`config.mk`:
```
export PLATFORM = sky130hd
export DESIGN_NAME = uart
export DESIGN_NICKNAME = d
export VERILOG_FILES = /design/src/uart_pkg.sv /design/src/uart_tx.sv /design/src/uart_rx.sv /design/src/rx_fifo.sv /design/src/uart.sv
export SDC_FILE = /design/constraint.sdc
export NUM_CORES = 1
export LEC_CHECK = 0
export BUFFER_PORTS_ARGS = -buffer_cell sky130_fd_sc_hd__buf_4
export CAP_MARGIN = 20
export CORE_UTILIZATION = 35
export DETAILED_ROUTE_END_ITERATION = 16
export SKIP_CTS_REPAIR_TIMING = 1
export SYNTH_ARGS = -nofsm -noshare
export SYNTH_HDL_FRONTEND = slang
export SYNTH_HIERARCHICAL = 1
export SYNTH_SLANG_ARGS = --single-unit
```
`constraint.sdc`:
```
create_clock -name clk -period 3.6 [get_ports clk]
set_clock_uncertainty 0.15 [all_clocks]
set_input_delay 0.18 -clock clk [delete_from_list [all_inputs] [get_ports clk]]
set_output_delay 0.18 -clock clk [all_outputs]
set_load 0.05 [all_outputs]
```
`src/uart_pkg.sv`:
```
`default_nettype none

package uart_pkg;

   // Register bus and bit timing
   localparam int BUS_WIDTH = 32;
   localparam int CPB_WIDTH = 16;                      // Low bits of CPB register in effect
   localparam logic [BUS_WIDTH-1:0] CPB_RESET = 217;   // 25 MHz clock, 115200 baud

   // Register map
   localparam logic [3:0] REG_DR           = 4'd0;     // Tx data write, last rx byte read
   localparam logic [3:0] REG_CTRL         = 4'd1;
   localparam logic [3:0] REG_RSTAT        = 4'd2;
   localparam logic [3:0] REG_TSTAT        = 4'd3;
   localparam logic [3:0] REG_CPB          = 4'd4;
   localparam logic [3:0] REG_QUEUE        = 4'd5;     // Read pops the receive FIFO
   localparam logic [3:0] REG_SCRATCH_BASE = 4'd12;    // Four words up to 15

   // Control register bits
   localparam int CTRL_RX_EN = 0;
   localparam int CTRL_TX_EN = 1;

   // Receive status bits
   localparam int RSTAT_NOT_EMPTY = 0;
   localparam int RSTAT_BREAK     = 1;
   localparam int RSTAT_FULL      = 2;
   localparam int RSTAT_LAST_LSB  = 8;                 // Last received byte in 15:8
   localparam int RSTAT_COUNT_LSB = 16;                // FIFO fill count from here up

   // Transmit status bits
   localparam int TSTAT_TC = 0;                        // Transmitter idle

endpackage

`default_nettype wire

```
`src/uart_tx.sv`:
```
`timescale 1ns/1ns
`default_nettype none

module uart_tx
(
   input  wire                            clk,
   input  wire                            reset,
   input  wire [uart_pkg::CPB_WIDTH-1:0]  cycles_per_bit,
   input  wire                            tx_start,
   input  wire [7:0]                      tx_data,
   output logic                           txd,
   output logic                           tx_busy
);
   import uart_pkg::*;

   logic [9:0]           shreg;        // Stop bit, data, start bit
   logic [CPB_WIDTH-1:0] period_cnt;   // Cycles left in current bit
   logic [3:0]           bit_cnt;      // Bits already sent

   // Line is driven straight from the frame register
   assign txd = shreg[0];

   always_ff @(posedge clk)
   begin
      if (reset)
      begin
         shreg      <= '1;             // Idle line high
         tx_busy    <= 1'b0;
         period_cnt <= '0;
         bit_cnt    <= '0;
      end
      else if (!tx_busy)
      begin
         if (tx_start)
         begin
            shreg      <= {1'b1, tx_data, 1'b0};
            tx_busy    <= 1'b1;
            period_cnt <= cycles_per_bit - 1'b1;
            bit_cnt    <= '0;
         end
      end
      else if (period_cnt != '0)
      begin
         period_cnt <= period_cnt - 1'b1;
      end
      else
      begin
         // Next bit once the period runs out
         shreg      <= {1'b1, shreg[9:1]};   // Fill with ones so idle stays high
         period_cnt <= cycles_per_bit - 1'b1;
         if (bit_cnt == 4'd9)
         begin
            tx_busy <= 1'b0;           // Stop bit done
         end
         else
         begin
            bit_cnt <= bit_cnt + 1'b1;
         end
      end
   end

   // Between frames the line must rest at the mark level
   idle_line_high: assert property (
      @(posedge clk) disable iff (reset)
      !tx_busy |-> txd
   );

endmodule

`default_nettype wire

```
`src/uart_rx.sv`:
```
`timescale 1ns/1ns
`default_nettype none

module uart_rx
(
   input  wire                            clk,
   input  wire                            reset,
   input  wire [uart_pkg::CPB_WIDTH-1:0]  cycles_per_bit,
   input  wire                            rx_en,
   input  wire                            rxd,
   output logic                           rx_valid,
   output logic [7:0]                     rx_data,
   output logic                           rx_break
);
   import uart_pkg::*;

   localparam logic [2:0] S_IDLE      = 3'd0;
   localparam logic [2:0] S_START     = 3'd1;
   localparam logic [2:0] S_DATA      = 3'd2;
   localparam logic [2:0] S_STOP      = 3'd3;
   localparam logic [2:0] S_FINISH    = 3'd4;
   localparam logic [2:0] S_WAIT_HIGH = 3'd5;

   logic [1:0]           sync;         // Two-flop synchronizer
   logic                 rxd_s;
   logic [2:0]           state;
   logic [CPB_WIDTH-1:0] cnt;
   logic [CPB_WIDTH-1:0] half_bit;
   logic [2:0]           bit_cnt;
   logic [7:0]           shreg;
   logic                 sample_tick;

   assign rxd_s       = sync[1];
   assign half_bit    = cycles_per_bit >> 1;
   assign sample_tick = rx_en && (state == S_DATA) && (cnt == '0);

   always_ff @(posedge clk)
   begin
      if (reset)
         sync <= 2'b11;
      else
         sync <= {sync[0], rxd};
   end

   // Data bits arrive LSB first
   always_ff @(posedge clk)
   begin
      if (sample_tick)
         shreg <= {rxd_s, shreg[7:1]};
   end

   always_ff @(posedge clk)
   begin
      if (reset)
      begin
         state    <= S_WAIT_HIGH;
         cnt      <= '0;
         bit_cnt  <= '0;
         rx_valid <= 1'b0;
         rx_data  <= '0;
         rx_break <= 1'b0;
      end
      else
      begin
         rx_valid <= 1'b0;
         if (!rx_en)
         begin
            state <= S_WAIT_HIGH;      // Resync on a high line once enabled
         end
         else
         begin
            case (state)
               // Entered only with the line high, so low here is the start edge
               S_IDLE:
                  if (!rxd_s)
                  begin
                     state <= S_START;
                     cnt   <= half_bit - 1'b1;
                  end
               S_START:
                  if (cnt != '0)
                     cnt <= cnt - 1'b1;
                  else if (!rxd_s)
                  begin
                     state   <= S_DATA;    // Start bit confirmed at mid-bit
                     cnt     <= cycles_per_bit - 1'b1;
                     bit_cnt <= '0;
                  end
                  else
                     state <= S_IDLE;      // Glitch
               S_DATA:
                  if (cnt != '0)
                     cnt <= cnt - 1'b1;
                  else
                  begin
                     cnt     <= cycles_per_bit - 1'b1;
                     bit_cnt <= bit_cnt + 1'b1;
                     if (bit_cnt == 3'd7)
                        state <= S_STOP;
                  end
               S_STOP:
                  if (cnt != '0)
                     cnt <= cnt - 1'b1;
                  else if (rxd_s)
                  begin
                     state <= S_FINISH;
                     cnt   <= half_bit - 1'b1;
                  end
                  else
                  begin
                     if (shreg == 8'd0)
                        rx_break <= 1'b1;  // All-zero frame, low stop bit
                     state <= S_WAIT_HIGH;
                  end
               S_FINISH:
                  if (cnt != '0)
                     cnt <= cnt - 1'b1;
                  else
                  begin
                     rx_valid <= 1'b1;
                     rx_data  <= shreg;
                     rx_break <= 1'b0;
                     state    <= S_IDLE;
                  end
               S_WAIT_HIGH:
                  if (rxd_s)
                     state <= S_IDLE;
               default:
                  state <= S_WAIT_HIGH;
            endcase
         end
      end
   end

   single_cycle_valid: assert property (
      @(posedge clk) disable iff (reset)
      rx_valid |=> !rx_valid
   );

endmodule

`default_nettype wire

```
`src/rx_fifo.sv`:
```
`timescale 1ns/1ns
`default_nettype none

module rx_fifo
#(
   parameter int DEPTH_LOG2 = 4
)
(
   input  wire                     clk,
   input  wire                     reset,
   input  wire                     wr,
   input  wire [7:0]               din,
   input  wire                     rd,
   output logic [7:0]              dout,
   output logic                    empty,
   output logic                    full,
   output logic [DEPTH_LOG2:0]     count
);

   localparam int DEPTH = 1 << DEPTH_LOG2;

   logic [7:0]            mem [0:DEPTH-1];
   logic [DEPTH_LOG2-1:0] wptr;
   logic [DEPTH_LOG2-1:0] rptr;
   logic                  do_wr;
   logic                  do_rd;

   assign do_wr = wr && !full;         // Drop on overflow
   assign do_rd = rd && !empty;
   assign empty = (count == '0);
   assign full  = (count == (DEPTH_LOG2 + 1)'(DEPTH));
   assign dout  = mem[rptr];           // Head shown without a read strobe

   always_ff @(posedge clk)
   begin
      if (do_wr)
         mem[wptr] <= din;
   end

   always_ff @(posedge clk)
   begin
      if (reset)
      begin
         wptr  <= '0;
         rptr  <= '0;
         count <= '0;
      end
      else
      begin
         if (do_wr)
            wptr <= wptr + 1'b1;
         if (do_rd)
            rptr <= rptr + 1'b1;
         case ({do_wr, do_rd})
            2'b10:   count <= count + 1'b1;
            2'b01:   count <= count - 1'b1;
            default: count <= count;   // Both or neither
         endcase
      end
   end

   count_in_range: assert property (
      @(posedge clk) disable iff (reset)
      count <= (DEPTH_LOG2 + 1)'(DEPTH)
   );

endmodule

`default_nettype wire

```
`src/uart.sv`:
```
`timescale 1ns/1ns
`default_nettype none

module uart
#(
   parameter int FIFO_DEPTH_LOG2 = 4
)
(
   input  wire                            clk,
   input  wire                            reset,
   input  wire                            cs,
   input  wire                            wen,
   input  wire [3:0]                      addr,
   input  wire [uart_pkg::BUS_WIDTH-1:0]  din,
   output logic [uart_pkg::BUS_WIDTH-1:0] dout,
   input  wire                            rxd,
   output logic                           txd
);
   import uart_pkg::*;

   logic                       bus_wr;
   logic                       bus_rd;
   logic [BUS_WIDTH-1:0]       control;
   logic [BUS_WIDTH-1:0]       cpb_reg;
   logic [BUS_WIDTH-1:0]       scratch [0:3];
   logic                       scratch_sel;
   logic [CPB_WIDTH-1:0]       cycles_per_bit;
   logic                       tx_start;
   logic                       tx_busy;
   logic                       rx_valid;
   logic [7:0]                 rx_data;
   logic                       rx_break;
   logic                       fifo_pop;
   logic [7:0]                 fifo_head;
   logic                       fifo_empty;
   logic                       fifo_full;
   logic [FIFO_DEPTH_LOG2:0]   fifo_count;
   logic [BUS_WIDTH-1:0]       rstat;
   logic [BUS_WIDTH-1:0]       tstat;

   assign bus_wr         = cs && wen;
   assign bus_rd         = cs && !wen;
   assign scratch_sel    = (addr >= REG_SCRATCH_BASE);
   assign cycles_per_bit = cpb_reg[CPB_WIDTH-1:0];

   // Writes while the transmitter is busy are lost
   assign tx_start = bus_wr && (addr == REG_DR) && control[CTRL_TX_EN] && !tx_busy;
   assign fifo_pop = bus_rd && (addr == REG_QUEUE);

   always_ff @(posedge clk)
   begin
      if (reset)
      begin
         control <= '0;
         cpb_reg <= CPB_RESET;
         for (int i = 0; i < 4; i++)
            scratch[i] <= '0;
      end
      else if (bus_wr)
      begin
         if (addr == REG_CTRL)
            control <= din;
         if (addr == REG_CPB)
            cpb_reg <= din;
         if (scratch_sel)
            scratch[addr[1:0]] <= din;   // Base is 12, low bits index
      end
   end

   uart_tx u_tx (
      .clk            (clk),
      .reset          (reset),
      .cycles_per_bit (cycles_per_bit),
      .tx_start       (tx_start),
      .tx_data        (din[7:0]),
      .txd            (txd),
      .tx_busy        (tx_busy)
   );

   uart_rx u_rx (
      .clk            (clk),
      .reset          (reset),
      .cycles_per_bit (cycles_per_bit),
      .rx_en          (control[CTRL_RX_EN]),
      .rxd            (rxd),
      .rx_valid       (rx_valid),
      .rx_data        (rx_data),
      .rx_break       (rx_break)
   );

   rx_fifo #(
      .DEPTH_LOG2 (FIFO_DEPTH_LOG2)
   ) u_fifo (
      .clk   (clk),
      .reset (reset),
      .wr    (rx_valid),
      .din   (rx_data),
      .rd    (fifo_pop),
      .dout  (fifo_head),
      .empty (fifo_empty),
      .full  (fifo_full),
      .count (fifo_count)
   );

   always_comb
   begin
      rstat = '0;
      rstat[RSTAT_NOT_EMPTY] = !fifo_empty;
      rstat[RSTAT_BREAK]     = rx_break;
      rstat[RSTAT_FULL]      = fifo_full;
      rstat[RSTAT_LAST_LSB +: 8] = rx_data;
      rstat[RSTAT_COUNT_LSB +: FIFO_DEPTH_LOG2 + 1] = fifo_count;
      tstat = '0;
      tstat[TSTAT_TC] = !tx_busy;
   end

   // Read data follows the address in the same cycle
   always_comb
   begin
      dout = '0;
      case (addr)
         REG_DR:    dout = BUS_WIDTH'(rx_data);
         REG_CTRL:  dout = control;
         REG_RSTAT: dout = rstat;
         REG_TSTAT: dout = tstat;
         REG_CPB:   dout = cpb_reg;
         REG_QUEUE: dout = fifo_empty ? '0 : BUS_WIDTH'(fifo_head);  // Hide stale slot
         default:
            if (scratch_sel)
               dout = scratch[addr[1:0]];
      endcase
   end

   dout_known: assert property (
      @(posedge clk) disable iff (reset)
      cs |-> !$isunknown(dout)
   );

   // Popping an empty FIFO must never hand the CPU stale data
   empty_pop_reads_zero: assert property (
      @(posedge clk) disable iff (reset)
      (fifo_pop && fifo_empty) |-> (dout == '0)
   );

endmodule

`default_nettype wire

```
==> results of run 1 <==
cell usage in the layout, fill, tap and decap left out, drive strengths merged, types with 14 or more instances in the layout:
cell type	synthesis	final
nor4	19	19
buf	58	147
edfxtp	264	264
o21ai	93	93
inv	33	34
clkbuf	71	61
nand3	88	88
a22oi	24	24
a211oi	19	19
nor3	41	41
nand2	95	95
or4	16	16
nand4	14	14
xor2	25	25
xnor2	24	24
ha	20	20
dfxtp	145	145
nand2b	16	16
nor2b	16	16
o211ai	22	22
a21oi	101	101
and2	134	134
nor2	90	90
clkinv	1	15
dlygate4sd3	0	34
mux4	71	71
where the power goes:
group | switching (uW) | total, uW | leakage [uW] | internal [uW]
Sequential | 35.6 | 5080 | 0.00365 | 5050
Clock | 1900 | 4460 | 0.000680 | 2550
Combinational | 419 | 644 | 0.00365 | 225
stage by stage:
step           setup WS [ns]  hold slack, ns  power (uW)  cells
4_1_cts              0.03621         -0.3808       10240   2559
2_1_floorplan         0.5859          0.1338        5538   1707
5_1_grt              0.04938         0.05977       10480   2598
6_report             0.09986         0.05232       10190   2598
3_5_place_dp          0.6673          0.2283        5793   2479
3_3_place_gp          0.6917          0.2191        5781   2479
worst reg2reg max path, delay by kind of cell (launching register included):
family	cells	cell delay (ns)
buffers and inverters	1	0.07
flip-flops	1	0.36
XOR/XNOR	1	0.15
adder cells (fa/ha/maj)	2	0.43
AO/OA/AOI/OAI	3	0.63
AND/OR/NAND/NOR	2	1.10
worst paths after layout:
path                   start         endpoint  slack [ns]  depth (start not counted)
min reg2reg     u_rx/sync[0]     u_rx/sync[1]        0.25                          1
min                       cs       control[7]        0.05                          4
max reg2reg  u_fifo/count[0]  u_fifo/count[2]        0.65                          9
max                 register          dout[0]         0.1                          6
metal layers:
metal | GRT usage | share of wire | vias to the layer above
met5 | 0 | 0 | -
met4 | 0.04821 | 0.018 | 0
met3 | 0.02819 | 0.062 | 69
met2 | 0.3264 | 0.49 | 563
met1 | 0.2651 | 0.43 | 7477
li1 | - | - | 6700
cell type report:
class,count,area (um^2)
Antenna cell,2,5.005
Multi-Input combinational cell,1135,8513
Tap cell,756,945.9
Inverter,34,128.9
Clock inverter,20,176.4
Sequential cell,409,10830
Timing Repair Buffer,182,1535
Fill cell,5313,33240
Clock buffer,60,1232
cells by family after synthesis:
family | count (synthesis) | share of synthesized area
AO/OA/AOI/OAI | 387 | 0.1285
multiplexers | 84 | 0.09123
adder cells (fa/ha/maj) | 21 | 0.01301
buffers and inverters | 163 | 0.04057
flip-flops | 409 | 0.5387
AND/OR/NAND/NOR | 594 | 0.1667
XOR/XNOR | 49 | 0.02135
==> impl_metrics.py, run 1 <==
metrics = {
    "route": {
        "vias": 14809,
        "drc": 0,
        "drt-initial-drc-count": 1535,
        "viasPerCell": 5.700,
        "ant_nets": 0,
        "firstDrtPassIters": 9,
        "totalWireLength_mm": 58.51,
        "wire_per_inst_um": 22.52,
    },
    "timing": {
        "rsz0062_at_grt": "false",
        "hold_violations": 0,
        "min_period_over_period": 0.9723,
        "maxSlewViolCount": 0,
        "relSlewSlack": 0.2939,
        "setup_tns_ns": 0,
        "min_period_ns": 3.500,
        "worst_pin_slew_ns": 1.051,
        "setup_viol": 0,
        "max_freq_mhz": 285.7,
    },
    "logic_synthesis": {
        "syn_avg_cell_area_um2": 11.78,
        "yosysSeqAreaShare": 0.5387,
        "yosysTopAreaCell": "edfxtp_1",
        "syn_area_um2": 20110,
        "yosysTopAreaCellShare": 0.3943,
        "yosys-top-cells-area": "edfxtp_1 (39%), dfxtp_1 (14%), mux4_2 (4.8%)",
        "synth_nets": 1768,
        "ys_types": 96,
        "yosys-top-cells-count": "edfxtp_1 (264), dfxtp_1 (145), and2_1 (132)",
        "synthFlopType": "edfxtp_1",
        "syn-instance-count": 1707,
        "synth_edf_count": 264,
        "yosysMostFrequentCell": "edfxtp_1",
        "synthArstFlopShare": 0,
        "ys_ff_latch": 409,
        "yosys_warnings": 6,
    },
    "critical_path": {
        "slowest_delay_ns": 0.57,
        "crit_path_end_kind": "output pin",
        "crit_arrival_ns": 3.17,
        "cp_cell_sequence": "buf_12, mux4_1, mux4_2, and3_1, a2111o_1, buf_4",
        "startpoint_type": "register",
        "critical-path-top-delay-family": "multiplexers",
        "crit_type": "reg -> out",
        "crit_required_ns": 3.27,
        "cp_num_buf_inv": 2,
        "critPathSlowestCell": "mux4_1",
        "cp_max_fo": 16,
    },
    "layout": {
        "drive_above_1_share": 0.1690,
        "syn2layout_area_growth_pct": 16.23,
        "reg_top3": "scratch x128, u_fifo/mem x128",
        "post-route-util": 0.4128,
        "fin_area_um2": 23370,
        "fin_nets": 1867,
    },
    "clock_network": {
        "htreeDepth": 2,
        "cts-root-buf": "clkbuf_16",
        "cts_tree": "done",
        "worstSkewPairLatency_ns": 0.58,
        "clockBufferDepth": 3,
        "clkSinkCount": 409,
        "cts_buffers": 44,
        "clk_pin_slew_ns": 0.06,
    },
    "placed_design": {
        "io_buffers": 73,
        "dp_hpwl_mm": 38.24,
        "place_congestion": 0.8701,
        "placed_cell_area_um2": 21560,
    },
    "global_route": {
        "grt_pass1_vias": 14184,
        "antenna_found_initial": 2,
        "grt_pass1_wl_mm": 88.00,
        "grt_usage": 0.1950,
        "grt_max_degree": 70,
        "grt_overflow": 0,
    },
    "floorplan": {
        "pin_count": 74,
        "core-area_um2": 56600,
        "fp.dieW_um": 241.7,
        "die_area_um2": 58410,
        "die_h_um": 241.7,
        "start_util": 0.3552,
        "rows": 87,
    },
    "status": {
        "outcome": "completed",
    },
    "worst_hold_path": {
        "hold_path.class": "in -> reg",
    },
    "job": {
        "maxCapViolCount": 0,
    },
    "pwr": {
        "ir_drop_mv": 0.3184,
        "power.density_nw_per_um2": 435.9,
        "power.leakage_uw": 0.007975,
    },
}
(Power assumes the default switching activity.)
==> run 2: changes to the inputs <==
- CORE_ASPECT_RATIO: not set -> 1.75
- CORE_UTILIZATION: 35 -> 40
- PLACE_DENSITY: not set -> 0.55
==> impl_metrics.py, run 2 (synthesized netlist as in run 1, its figures left out) <==
metrics = {
    "job": {
        "maxCapViolCount": 0,
    },
    "critical_path": {
        "startpoint_type": "register",
        "crit_required_ns": 3.27,
        "crit_type": "reg -> out",
        "cp_max_fo": 7,
        "crit_path_end_kind": "output pin",
        "crit_arrival_ns": 3.14,
    },
    "floorplan": {
        "rows": 108,
        "fp.dieW_um": 171.5,
        "die_h_um": 298.6,
        "start_util": 0.4054,
        "pin_count": 74,
        "die_area_um2": 51200,
        "core-area_um2": 49590,
    },
    "timing": {
        "maxSlewViolCount": 0,
        "hold_violations": 1,
        "relSlewSlack": 0.3361,
        "setup_tns_ns": 0,
        "rsz0062_at_grt": "false",
        "min_period_ns": 3.472,
        "worst_pin_slew_ns": 0.9958,
        "max_freq_mhz": 288.0,
        "setup_viol": 0,
        "min_period_over_period": 0.9645,
        "hold_slack_ns": -0.008871,
    },
    "layout": {
        "fillCellCount": 4557,
        "syn2layout_area_growth_pct": 14.51,
        "drive_above_1_share": 0.1630,
        "post-route-util": 0.4642,
        "final_cell_mix": "edfxtp_1 (264), dfxtp_1 (144), and2_1 (132)",
        "fin_nets": 1845,
        "reg_top3": "scratch x128, u_fifo/mem x128",
        "ff_latch_area_um2": 10830,
        "multi_input_area_um2": 8531,
        "final_common_cell": "edfxtp_1",
    },
    "global_route": {
        "met2_usage": 0.4060,
        "grt_pass1_wl_mm": 87.61,
        "grt_max_degree": 111,
        "grt_util_met1": 0.2679,
        "antenna_found_initial": 2,
        "grt_overflow": 0,
        "use_met3": 0.03629,
        "grt_pass1_vias": 14341,
        "grt_usage": 0.2295,
        "busiest_layer": "met2",
    },
    "clock_network": {
        "cts-root-buf": "clkbuf_16",
        "htreeDepth": 2,
        "clkSinkCount": 409,
        "worstSkewPairLatency_ns": 0.55,
        "cts_tree": "done",
        "clockBufferDepth": 3,
        "clk_pin_slew_ns": 0.07,
        "cts_buffers": 41,
    },
    "pwr": {
        "p_sw_uw": 2322,
        "power.density_nw_per_um2": 435.4,
        "ir_drop_mv": 0.3695,
        "power.leakage_uw": 0.007864,
        "combPwrFrac": 0.064,
        "p_clk_frac": 0.429,
        "power.internal_uw": 7702,
        "switching_share": 0.2316,
        "seq_power_share": 0.507,
    },
    "route": {
        "vias": 14553,
        "totalWireLength_mm": 58.57,
        "wire_per_inst_um": 23.65,
        "ant_nets": 0,
        "firstDrtPassIters": 8,
        "viasPerCell": 5.875,
        "drc": 0,
        "drt-initial-drc-count": 1248,
    },
    "placed_design": {
        "io_buffers": 73,
        "place_congestion": 0.8599,
        "dp_hpwl_mm": 38.98,
    },
    "status": {
        "violations": "negative hold slack",
        "outcome": "finished with violations",
    },
    "worst_hold_path": {
        "hold_path.class": "in -> reg",
    },
}
run 2: changes by cell type in the layout (fill, tap and decap cells not counted), moves of 2 or more:
cell | before | now
a32oi_2 | 0 | 3
buf_4 | 141 | 125
clkbuf_16 | 46 | 42
a32oi_1 | 7 | 4
clkinv_4 | 4 | 1
clkinv_2 | 4 | 10
clkinv_1 | 7 | 2
inv_6 | 0 | 2
run 2: power by group through the flow:
stage / registers, uW / clock network [uW] / logic (uW)
2_1_floorplan: 5170 / 0 / 370
3_3_place_gp: 5180 / 0 / 605
3_5_place_dp: 5190 / 0 / 607
4_1_cts: 5080 / 4390 / 609
5_1_grt: 5090 / 4540 / 672
6_report: 5080 / 4300 / 637
run 2: final cells by class:
| type | count | share of cell area |
|---|---|---|
| Tap cell | 660 | 0.03587 |
| Antenna cell | 1 | 0.0001087 |
| Timing Repair Buffer | 163 | 0.05946 |
| Multi-Input combinational cell | 1135 | 0.3705 |
| Clock buffer | 57 | 0.05071 |
| Sequential cell | 409 | 0.4705 |
| Clock inverter | 18 | 0.007228 |
| Inverter | 34 | 0.005598 |
run 2: metal layers:
metal | wire, um | share of wire
met1 | 22250 | 0.38
met2 | 30680 | 0.52
met3 | 2854 | 0.049
met4 | 2773 | 0.047
met5 | 13 | 0.00022
run 2: final timing paths:
check / startpoint / endpoint / slack, ns / cells after the start
worst min register to register: u_rx/sync[0] / u_rx/sync[1] / 0.26 / 1
worst max-delay path: u_fifo/count[0] / dout[0] / 0.13 / 6
worst min-delay path: addr[3] / control[4] / -0.009 / 4
worst max register to register: u_fifo/count[0] / u_fifo/count[2] / 0.59 / 9
run 2: worst max-delay path: stages, from the launching register on:
cell and delay [ns]:
dfxtp_1 0.38, or4_1 0.72, nor2_1 0.36, inv_1 0.20
a22o_1 0.24, a2111o_1 0.46, buf_4 0.21
run 2: stage by stage:
stage / instances / cell area, um^2 / setup WS (ns) / total power, uW / hold WS (ns)
floorplan: 1707 / 20110 / 0.5859 / 5538 / 0.1338
global placement: 2368 / 21330 / 0.6631 / 5785 / 0.2191
detailed placement: 2368 / 21330 / 0.6425 / 5794 / 0.2218
CTS: 2443 / 22670 / 0.05186 / 10080 / -0.3624
global route: 2477 / 23020 / 0.005068 / 10310 / 0.007755
finish: 2477 / 23020 / 0.1278 / 10020 / -0.008871
==> run 3: changes to the inputs <==
- CORE_UTILIZATION: 40 -> 42
- PLACE_DENSITY: 0.55 -> 0.57
- clock period: 3.6 -> 3.3 ns (I/O delays scaled with it)
==> impl_metrics.py, run 3 (synthesized netlist as in run 1, its figures left out) <==
metrics = {
    "layout": {
        "fillCellCount": 4189,
        "drive_above_1_share": 0.1809,
        "reg_top3": "scratch x128, u_fifo/mem x128",
        "ff_latch_area_um2": 10830,
        "diodes": 0,
        "layout.cells.non_filler": 2440,
        "multi_input_area_um2": 8529,
        "final_cell_mix": "edfxtp_1 (264), buf_4 (152), dfxtp_1 (144)",
        "fin_area_um2": 23230,
        "fin_nets": 1882,
        "post-route-util": 0.4940,
        "syn2layout_area_growth_pct": 15.55,
        "final_common_cell": "edfxtp_1",
    },
    "critical_path": {
        "cp_cell_sequence": "clkbuf_16, mux4_1, mux4_2, nand2b_1, o32ai_1, a221o_1, buf_6",
        "crit_type": "reg -> out",
        "reg2regPathDepth": 8,
        "critical-path-top-delay-family": "multiplexers",
        "crit_required_ns": 2.98,
        "slowest_delay_ns": 0.58,
        "r2r-start": "u_tx/period_cnt[0]",
        "startpoint_type": "register",
        "worstReg2RegEnd": "u_tx/shreg[7]",
        "cp_num_buf_inv": 2,
        "critPathSlowestCell": "mux4_1",
        "crit_arrival_ns": 2.98,
        "r2r_setup_slack_ns": 0.36,
        "cp_max_fo": 8,
        "crit_path_end_kind": "output pin",
    },
    "timing": {
        "setup_viol": 0,
        "maxSlewViolCount": 0,
        "hold_slack_ns": 0.1294,
        "max_freq_mhz": 303.7,
        "hold_violations": 0,
        "worst_pin_slew_ns": 0.9605,
        "min_period_ns": 3.293,
        "min_period_over_period": 0.9978,
        "rsz0062_at_grt": "true",
        "relSlewSlack": 0.3567,
    },
    "clock_network": {
        "clkSinkCount": 409,
        "worstSkewPairLatency_ns": 0.55,
        "htreeDepth": 2,
        "clk_pin_slew_ns": 0.06,
        "cts-root-buf": "clkbuf_16",
        "cts_buffers": 40,
        "clockBufferDepth": 3,
        "cts_tree": "done",
    },
    "pwr": {
        "power_uw": 10840,
        "power.leakage_uw": 0.008026,
        "ir_drop_mv": 0.3585,
        "power.density_nw_per_um2": 466.4,
    },
    "floorplan": {
        "die_area_um2": 48780,
        "rows": 105,
        "pin_count": 74,
        "core-area_um2": 47030,
        "start_util": 0.4275,
        "die_h_um": 291.4,
        "fp.dieW_um": 167.4,
    },
    "route": {
        "drc": 0,
        "ant_nets": 0,
        "totalWireLength_mm": 60.92,
        "drt-initial-drc-count": 1338,
        "firstDrtPassIters": 6,
        "wire_per_inst_um": 24.97,
        "viasPerCell": 6.009,
        "vias": 14663,
    },
    "global_route": {
        "grt_overflow": 0,
        "grt_pass1_vias": 14691,
        "grt_max_degree": 66,
        "antenna_found_initial": 0,
        "grt_usage": 0.2472,
        "grt_pass1_wl_mm": 90.49,
    },
    "placed_design": {
        "dp.cells": 2327,
        "io_buffers": 73,
        "dp_hpwl_mm": 39.67,
        "placed_cell_area_um2": 21470,
        "place_congestion": 0.8607,
    },
    "job": {
        "maxCapViolCount": 0,
    },
    "worst_hold_path": {
        "holdPathStages": 6,
        "hold_path_startpoint": "wen",
        "hold_path.class": "in -> reg",
    },
    "status": {
        "outcome": "completed",
    },
}
[run 3: worst max path at each step]
stage               startpoint         endpoint  slack, ns  cells past startpoint
2_1_floorplan          addr[3]  u_fifo/count[2]       0.30                     12
3_3_place_gp   u_fifo/count[0]  u_fifo/count[2]       0.33                      9
3_5_place_dp   u_fifo/count[0]  u_fifo/count[2]       0.35                      9
4_1_cts               register          dout[5]      -0.15                      6
5_1_grt               register          dout[5]      -0.01                      6
6_report              register          dout[1]      0.007                      7
[run 3: worst min-delay path: stages]
cell      delay [ns]
buf_4           0.14
nor3b_1         0.06
buf_4           0.16
o211ai_1        0.10
xor2_1          0.09
nor2_1          0.08
[run 3: where the power goes]
part | internal (uW) | switching, uW
logic | 252 | 458
registers | 5500 | 31.5
clock network | 2550 | 2040
total | 8310 | 2530
[run 3: per-layer routing]
metal | routed length, um | global-route usage | share of wire
met3 | 2916 | 0.02706 | 0.048
met2 | 32110 | 0.4502 | 0.53
met4 | 2616 | 0.1076 | 0.043
met5 | 0 | 0 | 0
met1 | 23280 | 0.2910 | 0.38
[run 3: layout make-up]
class | instances | share of cell area
sequential | 409 | 0.4663
clock inverter | 22 | 0.007809
timing repair buffer | 201 | 0.07394
inverter | 34 | 0.005547
clock buffer | 51 | 0.04755
multi-input combinational | 1135 | 0.3671
tap | 588 | 0.03167
[run 3: stage by stage]
stage          setup slack [ns]  TNS [ns]
2_1_floorplan            0.3009         0
3_3_place_gp             0.3282         0
3_5_place_dp             0.3470         0
4_1_cts                 -0.1523   -0.6212
5_1_grt                -0.01166  -0.01421
6_report               0.007379         0
